==> src/common/mbu_defs.svh <==
// Macros for the I/O base address, the control-unit address codes and the register count
`ifndef MBU_DEFS_SVH
`define MBU_DEFS_SVH

// First I/O address of the bank unit
// The unit answers on eight consecutive addresses, so only bits 7:3 are compared
`define MBU_IO_BASE 8'h08

// Control-unit read address 0110x puts MBP on the internal bus
// Both read_mbp and read_mbp+flags share it, so raddr[4:1] is compared
`define MBU_RADDR_RMBP 4'b0110

// Control-unit write address 0110x loads MBP from the internal bus
// This is the same partial decode as the read side, on waddr[4:1]
`define MBU_WADDR_WMBP 4'b0110

// Control-unit write address 001xx is an address-register write with indexing
// The low two bits pick the bank register, so only waddr[4:2] is compared
`define MBU_WADDR_WAR 3'b001

// Number of bank registers MB0 to MB7
`define MBU_NUM_REGS 8

`endif
==> src/common/mbu_pkg.sv <==
// Types for register index, data byte, bus addresses and access kinds of the bank unit
package mbu_pkg;

   // Index of one of the eight bank registers
   typedef logic [2:0] mb_idx_t;

   // Register contents and internal bus data
   // Only the low byte of the data bus is carried
   typedef logic [7:0] mb_byte_t;

   // Control-unit microcode read and write addresses
   typedef logic [4:0] cu_addr_t;

   // Low byte of the processor I/O address bus
   typedef logic [7:0] io_addr_t;

   // Owner of the single register read port in one cycle
   // The control unit always wins over a pending I/O read
   typedef enum logic [1:0] {
      rd_none,
      rd_rmbp,
      rd_war,
      rd_io
   } rd_src_t;

   // Owner of the single register write port in one cycle
   // A write_mbp from the control unit always wins over an I/O write
   typedef enum logic [1:0] {
      wr_none,
      wr_wmbp,
      wr_io
   } wr_src_t;

endpackage

==> src/common/mbu_access_if.sv <==
// Interface with modports for the resolved register access from decode to the bank stage
`timescale 1ns/1ps

interface mbu_access_if import mbu_pkg::*; ();

   // Write port after arbitration
   // io_wr tells the bank that this write came in over the I/O bus
   logic     wr;
   mb_idx_t  wa;
   mb_byte_t wdata;
   logic     io_wr;

   // Read port after arbitration
   // The bank answers combinationally, so rdata follows ra in the same cycle
   mb_idx_t  ra;
   mb_byte_t rdata;

   // Decode side
   modport master (
      output wr,
      output wa,
      output wdata,
      output io_wr,
      output ra,
      input  rdata
   );

   // Register bank side
   modport slave (
      input  wr,
      input  wa,
      input  wdata,
      input  io_wr,
      input  ra,
      output rdata
   );

endinterface

==> src/common/mbu_port_if.sv <==
// Interface with modports for one I/O request from the port stage to the decode stage
`timescale 1ns/1ps

interface mbu_port_if import mbu_pkg::*; ();

   // A request is pending while valid is high
   // The fields hold still until done has been high for one cycle
   logic     valid;
   logic     we;
   mb_idx_t  idx;
   mb_byte_t wdata;

   // Done marks the one cycle in which the register access really happens
   // For a read, rdata is only meaningful in that cycle
   logic     done;
   mb_byte_t rdata;

   // The port stage owns the request fields
   modport source (
      output valid,
      output we,
      output idx,
      output wdata,
      input  done,
      input  rdata
   );

   // The decode stage answers with completion and read data
   modport sink (
      input  valid,
      input  we,
      input  idx,
      input  wdata,
      output done,
      output rdata
   );

endinterface

==> src/hdl/mbu_top.sv <==
// Top level of the memory bank unit joining the I/O port, decode and bank stages
`timescale 1ns/1ps

module mbu_top import mbu_pkg::*; (
   input  logic     clk,
   input  logic     reset,
   // Control-unit side
   input  cu_addr_t raddr,
   input  cu_addr_t waddr,
   input  mb_idx_t  ir,
   input  logic     ir_idx,
   input  mb_byte_t ibus_in,
   output mb_byte_t ibus_out,
   output logic     ibus_oe,
   output logic     war,
   // Processor I/O bus
   input  logic     io_req,
   input  logic     io_we,
   input  io_addr_t io_addr,
   input  mb_byte_t io_wdata,
   output logic     io_ack,
   output mb_byte_t io_rdata,
   // Front panel and memory side
   input  logic     fp_ram_rom,
   output mb_byte_t aext
);

   // Pending I/O request between the port and the decode stage
   mbu_port_if   port_bus ();

   // Arbitrated register access between decode and the bank
   mbu_access_if acc_bus ();

   mbu_io_port u_io_port (
      .clk      (clk),
      .reset    (reset),
      .io_req   (io_req),
      .io_we    (io_we),
      .io_addr  (io_addr),
      .io_wdata (io_wdata),
      .io_ack   (io_ack),
      .io_rdata (io_rdata),
      .port     (port_bus.source)
   );

   mbu_access_decode u_access_decode (
      .clk      (clk),
      .reset    (reset),
      .raddr    (raddr),
      .waddr    (waddr),
      .ir       (ir),
      .ir_idx   (ir_idx),
      .ibus_in  (ibus_in),
      .war      (war),
      .ibus_oe  (ibus_oe),
      .ibus_out (ibus_out),
      .port     (port_bus.sink),
      .acc      (acc_bus.master)
   );

   mbu_bank_regs u_bank_regs (
      .clk        (clk),
      .reset      (reset),
      .fp_ram_rom (fp_ram_rom),
      .aext       (aext),
      .acc        (acc_bus.slave)
   );

endmodule

==> src/mbu/mbu_bank_regs.sv <==
// Eight bank registers, the unit enable flip-flop and forming of the aext output
`timescale 1ns/1ps
`include "mbu_defs.svh"

module mbu_bank_regs import mbu_pkg::*; (
   input  logic        clk,
   input  logic        reset,
   input  logic        fp_ram_rom,
   output mb_byte_t    aext,
   mbu_access_if.slave acc
);

   mb_byte_t mb [`MBU_NUM_REGS];
   logic     enabled;

   ////////////////////////////////////////////////////////////////////////////
   // Register file
   ////////////////////////////////////////////////////////////////////////////

   // One write port shared by write_mbp and I/O writes
   // Arbitration upstream guarantees at most one writer per cycle
   always_ff @(posedge clk) begin
      if (reset) begin
         for (int i = 0; i < `MBU_NUM_REGS; i++) begin
            mb[i] <= '0;
         end
      end else if (acc.wr) begin
         mb[acc.wa] <= acc.wdata;
      end
   end

   ////////////////////////////////////////////////////////////////////////////
   // Power-on default
   ////////////////////////////////////////////////////////////////////////////

   // The unit stays out of the way until software first writes a bank
   // register over I/O
   // From then on it drives aext until the next reset
   always_ff @(posedge clk) begin
      if (reset) begin
         enabled <= 1'b0;
      end else if (acc.io_wr && acc.wr) begin
         enabled <= 1'b1;
      end
   end

   ////////////////////////////////////////////////////////////////////////////
   // Address extension
   ////////////////////////////////////////////////////////////////////////////

   // While disabled the front-panel switch alone decides between RAM and ROM
   // in the top half of the address space
   // Once enabled, the selected register goes straight out
   // With no read active ra rests on 0, so aext shows MBP
   assign aext = enabled ? mb[acc.ra] : {fp_ram_rom, 7'b0};

   // Reads for the internal bus and the I/O bus see exactly what aext shows
   assign acc.rdata = aext;

endmodule

==> src/mbu/mbu_access_decode.sv <==
// Control-unit address decode, index mode latch and arbitration of the register ports
`timescale 1ns/1ps
`include "mbu_defs.svh"

module mbu_access_decode import mbu_pkg::*; (
   input  logic         clk,
   input  logic         reset,
   input  cu_addr_t     raddr,
   input  cu_addr_t     waddr,
   input  mb_idx_t      ir,
   input  logic         ir_idx,
   input  mb_byte_t     ibus_in,
   output logic         war,
   output logic         ibus_oe,
   output mb_byte_t     ibus_out,
   mbu_port_if.sink     port,
   mbu_access_if.master acc
);

   logic    rmbp;
   logic    wmbp;
   logic    cu_busy;
   logic    idx_mode;
   mb_idx_t war_idx;
   rd_src_t rd_src;
   wr_src_t wr_src;

   ////////////////////////////////////////////////////////////////////////////
   // Control-unit decode
   ////////////////////////////////////////////////////////////////////////////

   // Partial decodes, the flag variants of read_mbp and write_mbp fold in
   assign rmbp = (raddr[4:1] == `MBU_RADDR_RMBP);
   assign wmbp = (waddr[4:1] == `MBU_WADDR_WMBP);
   assign war  = (waddr[4:2] == `MBU_WADDR_WAR);

   // Auto-index request from the control unit, seen one cycle late
   always_ff @(posedge clk) begin
      if (reset) begin
         idx_mode <= 1'b0;
      end else begin
         idx_mode <= ir_idx;
      end
   end

   // Indexing normally uses MBP, MBD, MBS or MB3 from waddr[1:0]
   // With the last slot and auto-index set, the instruction picks the register
   assign war_idx = (waddr[1:0] == 2'b11 && idx_mode) ? ir : {1'b0, waddr[1:0]};

   ////////////////////////////////////////////////////////////////////////////
   // Port arbitration
   ////////////////////////////////////////////////////////////////////////////

   // I/O gets a slot only when the control unit touches neither port
   assign cu_busy   = rmbp | war | wmbp;
   assign port.done = port.valid & ~cu_busy;

   always_comb begin
      rd_src = rd_none;
      if (rmbp) begin
         rd_src = rd_rmbp;
      end else if (war) begin
         rd_src = rd_war;
      end else if (port.done && !port.we) begin
         rd_src = rd_io;
      end
   end

   always_comb begin
      wr_src = wr_none;
      if (wmbp) begin
         wr_src = wr_wmbp;
      end else if (port.done && port.we) begin
         wr_src = wr_io;
      end
   end

   // MBP is register 0, and an idle read port also rests on it
   always_comb begin
      case (rd_src)
         rd_war:  acc.ra = war_idx;
         rd_io:   acc.ra = port.idx;
         default: acc.ra = '0;
      endcase
   end

   always_comb begin
      case (wr_src)
         wr_io: begin
            acc.wa    = port.idx;
            acc.wdata = port.wdata;
         end
         default: begin
            acc.wa    = '0;
            acc.wdata = ibus_in;
         end
      endcase
   end

   assign acc.wr    = (wr_src != wr_none);
   assign acc.io_wr = (wr_src == wr_io);

   // The bank answers at once, so I/O read data is ready in the done cycle
   assign port.rdata = acc.rdata;

   // read_mbp drives the internal bus with whatever the bank shows on aext
   assign ibus_oe  = rmbp;
   assign ibus_out = acc.rdata;

   // The microcode never reads MBP while indexing through it on the write side
   a_rmbp_war_excl: assert property (@(posedge clk) disable iff (reset)
      !(rmbp && war));

endmodule

==> src/mbu/mbu_io_port.sv <==
// Four-phase req/ack slave for the processor I/O bus with address match and completion
`timescale 1ns/1ps
`include "mbu_defs.svh"

module mbu_io_port import mbu_pkg::*; (
   input  logic       clk,
   input  logic       reset,
   input  logic       io_req,
   input  logic       io_we,
   input  io_addr_t   io_addr,
   input  mb_byte_t   io_wdata,
   output logic       io_ack,
   output mb_byte_t   io_rdata,
   mbu_port_if.source port
);

   localparam io_addr_t io_base = `MBU_IO_BASE;

   // Idle waits for a matching request, pending holds it towards decode
   // and acked keeps io_ack up until the master lets go of io_req
   typedef enum logic [1:0] {
      st_idle,
      st_pending,
      st_acked
   } io_state_t;

   io_state_t state;
   logic      addr_match;
   logic      accept;
   logic      complete;

   // Addresses 0x08 to 0x0F all land here, bits 2:0 pick the register
   assign addr_match = (io_addr[7:3] == io_base[7:3]);

   // A request that does not match is simply never taken
   // The master sees no acknowledge and has to time out on its own
   assign accept   = (state == st_idle) && io_req && addr_match;
   assign complete = (state == st_pending) && port.done;

   ////////////////////////////////////////////////////////////////////////////
   // Handshake state
   ////////////////////////////////////////////////////////////////////////////

   always_ff @(posedge clk) begin
      if (reset) begin
         state      <= st_idle;
         port.valid <= 1'b0;
         io_ack     <= 1'b0;
      end else begin
         case (state)
            st_idle: begin
               if (accept) begin
                  port.valid <= 1'b1;
                  state      <= st_pending;
               end
            end
            st_pending: begin
               // The access happened this cycle, so acknowledge it next
               if (port.done) begin
                  port.valid <= 1'b0;
                  io_ack     <= 1'b1;
                  state      <= st_acked;
               end
            end
            st_acked: begin
               if (!io_req) begin
                  io_ack <= 1'b0;
                  state  <= st_idle;
               end
            end
            default: begin
               state <= st_idle;
            end
         endcase
      end
   end

   ////////////////////////////////////////////////////////////////////////////
   // Request fields and read data
   ////////////////////////////////////////////////////////////////////////////

   // The fields are captured once and stay put while the request is pending
   always_ff @(posedge clk) begin
      if (accept) begin
         port.we    <= io_we;
         port.idx   <= io_addr[2:0];
         port.wdata <= io_wdata;
      end
      // Read data is taken in the done cycle and held for the whole ack phase
      if (complete && !port.we) begin
         io_rdata <= port.rdata;
      end
   end

   // Once a request is taken the master must keep io_req up until it is acknowledged
   a_req_held: assert property (@(posedge clk) disable iff (reset)
      $fell(io_req) |-> (state != st_pending));

endmodule

==> config.mk <==
export PLATFORM = sky130hd
export DESIGN_NAME = mbu_top
export DESIGN_NICKNAME = d
export VERILOG_FILES = /design/src/common/mbu_pkg.sv /design/src/common/mbu_access_if.sv /design/src/common/mbu_port_if.sv /design/src/hdl/mbu_top.sv /design/src/mbu/mbu_bank_regs.sv /design/src/mbu/mbu_access_decode.sv /design/src/mbu/mbu_io_port.sv
export VERILOG_INCLUDE_DIRS = /design/src /design/src/common
export SDC_FILE = /design/constraint.sdc
export NUM_CORES = 1
export LEC_CHECK = 0
export ABC_CLOCK_PERIOD_IN_PS = 5060
export BUFFER_PORTS_ARGS = -buffer_cell sky130_fd_sc_hd__buf_2
export CELL_PAD_IN_SITES_DETAIL_PLACEMENT = 2
export CELL_PAD_IN_SITES_GLOBAL_PLACEMENT = 2
export CORE_MARGIN = 2
export CORE_UTILIZATION = 40
export DETAILED_ROUTE_END_ITERATION = 16
export GPL_TIMING_DRIVEN = 0
export HOLD_SLACK_MARGIN = 0.02
export PLACE_DENSITY = 0.87
export SLEW_MARGIN = 40
export SYNTH_ARGS = -nofsm -noshare
export SYNTH_HDL_FRONTEND = slang
export SYNTH_SLANG_ARGS = --single-unit
==> constraint.sdc <==
create_clock -name clk -period 5.06 [get_ports clk]
set_input_delay 0.506 -clock clk [delete_from_list [all_inputs] [get_ports clk]]
set_output_delay 0.506 -clock clk [all_outputs]
set_load 0.03 [all_outputs]
==> results.py <==
metrics = {
    "outcome": {
        "status": "finished clean",
    },
    "timing": {
        "fmax_mhz": 279.5,
        "hold_slack_ps": 312.4,
        "fin_setup_tns_ps": 0,
        "drv_slew": 0,
        "setup_violations": 0,
        "rsz0062_at_grt": "false",
        "slew_headroom": 0.4864,
        "worst_pin_slew_ps": 755.5,
        "clock_skew_ps": 11.19,
        "layout_setup_ws_ps": 1482,
        "period_needed_ps": 3578,
        "hold_viol_final": 0,
        "period_share": 0.7071,
    },
    "setup_path": {
        "startpoint": "u_io_port.port.we$_DFFE_PP_",
        "crit_fanout": 10,
        "path_class": "flop to output port",
        "r2r-start": "u_io_port.port.we$_DFFE_PP_",
        "arrival_ps": 3070,
        "start_kind": "flop",
        "critPathCaptureType": "output port",
        "cp_data_required_time_ps": 4550,
    },
    "routing": {
        "drt_first_iter_violations": 127,
        "vias": 2778,
        "drt_wl_total_um": 11940,
        "via_per_inst": 5.302,
        "first_pass_iters": 4,
        "wl_per_cell_um": 22.78,
        "ant_nets": 0,
        "route.detailed.drc": 0,
    },
    "synthesis": {
        "synth.most_common_cell": "edfxtp_1",
        "synth_top_family_by_area": "multiplexers",
        "yosysSeqAreaShare": 0.6488,
        "syn-num-nets": 350,
        "synth_flop_cell": "edfxtp_1",
        "synth_area_per_cell_um2": 13.27,
        "synth_simple_gate_area_frac": 0.1226,
        "synth_compound_area_frac": 0.05407,
        "synth_top_area_frac": 0.6194,
        "yosys_warnings": 0,
        "muxShareOfSynthArea": 0.1386,
        "ys_async_sr_fraction": 0,
        "synth.distinct_cells": 40,
        "synth_commonest_cells": "84 x edfxtp_1, 73 x nor2_1, 38 x mux2i_1, 18 x nand2_1, 15 x mux2_2",
        "synth_top_area_cell": "edfxtp_1",
        "synthAdderAreaFrac": 0,
        "synth_xor_area_frac": 0,
        "syn_inst": 307,
        "synth.area.top_cells": "edfxtp_1 62%, mux2i_1 9.3%, nor2_1 6.7%, mux2_2 4.1%, dfxtp_1 2.9%",
        "synth_area_mm2": 0.004073,
        "synth_enable_flop_cells": 84,
        "ys_ff_latch": 90,
    },
    "cts": {
        "path_clk_slew_ps": 90,
        "cts-resized-gates": 0,
        "postCtsSetupBuffers": 0,
        "numCtsBuffers": 9,
        "cts_buffer_depth": 2,
        "cts_tree": "yes",
        "hold_buffers": 0,
        "cts.sinks": 90,
        "htreeDepth": 3,
        "cts_root_buf": "clkbuf_8",
        "clk_latency_ps": 370,
    },
    "die": {
        "io_pins": 70,
        "core_mm2": 0.009819,
        "start_util": 0.4148,
        "die_h_um": 104.9,
        "dieArea_mm2": 0.01101,
        "rows": 36,
        "fp.dieW_um": 104.9,
    },
    "placement": {
        "finalWeightedCongestion": 0.7647,
        "dp_hpwl_um": 8900,
        "post-place-ws_ps": 1775,
        "placed_area_mm2": 0.004604,
        "numPortBuffers": 68,
    },
    "pwr": {
        "clkPwrFrac": 0.359,
        "p_leak_nw": 2.054,
        "p_int_w": 0.001098,
        "cellPowerDensity_mw_per_mm2": 299.8,
        "sequentialPowerShare": 0.579,
        "power_switching_share": 0.2395,
        "p_switching_w": 0.0003460,
        "peakVddDrop_mv": 0.1638,
        "pwr-share-comb": 0.062,
    },
    "worst_hold_path": {
        "hold_path.class": "primary input to flop",
        "hp-start": "io_wdata[0]",
    },
    "cells_and_area": {
        "final_area_mm2": 0.004818,
        "syn_to_final_growth_pct": 18.31,
        "nets": 429,
        "n_antenna_cell": 0,
        "drive_above_1_share": 0.3350,
        "fin_util": 0.4907,
    },
    "job": {
        "max_cap_viol_count": 0,
    },
    "grt": {
        "grt_max_degree": 18,
        "groute.usage.overall": 0.2326,
        "grt_antenna_before_repair": 0,
        "grt_first_pass_wirelength_um": 18530,
        "grt_remaining_overflow": 0,
        "grt_pass1_vias": 3112,
    },
}
==> critical path, stage by stage, from the launching register on <==
cell      delay, ps
edfxtp_1        440
nand2b_1        210
a21oi_1         260
a32oi_1         150
nor2_4          290
buf_4           270
nor3_1           90
o41ai_2         620
buf_4           210
buf_2           180
==> cell type report <==
| cell class | instances | area (um^2) |
|---|---|---|
| sequential | 90 | 2643 |
| clock buffer | 9 | 123.9 |
| inverter | 7 | 26.28 |
| clock inverter | 7 | 82.58 |
| buffer | 15 | 120.1 |
| fill | 996 | 5001 |
| tap | 133 | 166.4 |
| multi-input combinational | 195 | 1316 |
| timing repair buffer | 68 | 340.3 |
==> sequential cells by signal, summed over array words and instances, names as in the netlist <==
name / count
u_bank_regs.enabled: 1
u_io_port.io_rdata: 8
u_io_port.port.valid: 1
u_bank_regs.mb: 64
u_io_port.io_ack: 1
u_io_port.state: 2
u_io_port.port.we: 1
u_io_port.port.idx: 3
u_io_port.port.wdata: 8
u_access_decode.idx_mode: 1
==> power groups by stage <==
stage	clock [W]	combinational, W	sequential, W
6_report	0.000518	0.0000894	0.000837
5_1_grt	0.000548	0.0000968	0.000839
4_1_cts	0.000525	0.0000894	0.000837
3_5_place_dp	0	0.0000882	0.000854
3_3_place_gp	0	0.0000804	0.000850
2_1_floorplan	0	0.0000455	0.000849
==> placed cells by master, fill, tap and decap left out, types with 2 or more instances in the layout <==
| cell | n |
|---|---|
| edfxtp_1 | 84 |
| nor2_1 | 72 |
| buf_2 | 70 |
| mux2i_1 | 30 |
| nand2_1 | 18 |
| mux2_2 | 15 |
| buf_4 | 10 |
| clkbuf_8 | 9 |
| mux2i_2 | 8 |
| inv_1 | 7 |
| o22ai_1 | 7 |
| and3_1 | 6 |
| dfxtp_1 | 6 |
| a21oi_1 | 5 |
| nand3_1 | 3 |
| o21ai_0 | 3 |
| inv_6 | 3 |
| nor2b_1 | 2 |
| nand2b_1 | 2 |
| nand3b_1 | 2 |
| a31oi_1 | 2 |
| clkinvlp_4 | 2 |
==> logic make-up (layout without fill, tap and decap cells) <==
kind of cell,count (synthesis),after routing
AOI/OAI and AO/OA,28,28
buffers and inverters,22,106
and+or+nand+nor,113,113
DFF,90,90
muxes,54,54
==> path summary, 6_finish.rpt <==
check | to | slack [ps] | cells after the start
setup / recovery | ibus_out[7] | 1480 | 9
hold / removal | u_io_port.port.wdata[0]$_DFFE_PP_ | 310 | 1
setup reg to reg | u_bank_regs.mb[4][2]$_SDFFCE_PN0P_ | 2420 | 5
hold reg to reg | u_io_port.io_ack$_SDFFE_PP0P_ | 510 | 2
==> routing by layer <==
layer,GRT usage,vias to the layer above,part of all wire
li1,-,1276,-
met1,0.2699,1385,0.38
met2,0.4179,98,0.53
met3,0.04180,19,0.056
met4,0.1029,0,0.031
met5,0,-,0
==> stage by stage <==
| stage | total power, W | cells |
|---|---|---|
| floorplan | 0.0008948 | 307 |
| global placement | 0.0009305 | 508 |
| detailed placement | 0.0009418 | 508 |
| CTS | 0.001452 | 524 |
| global route | 0.001483 | 524 |
| finish | 0.001444 | 524 |
(Power assumes the default switching activity.)
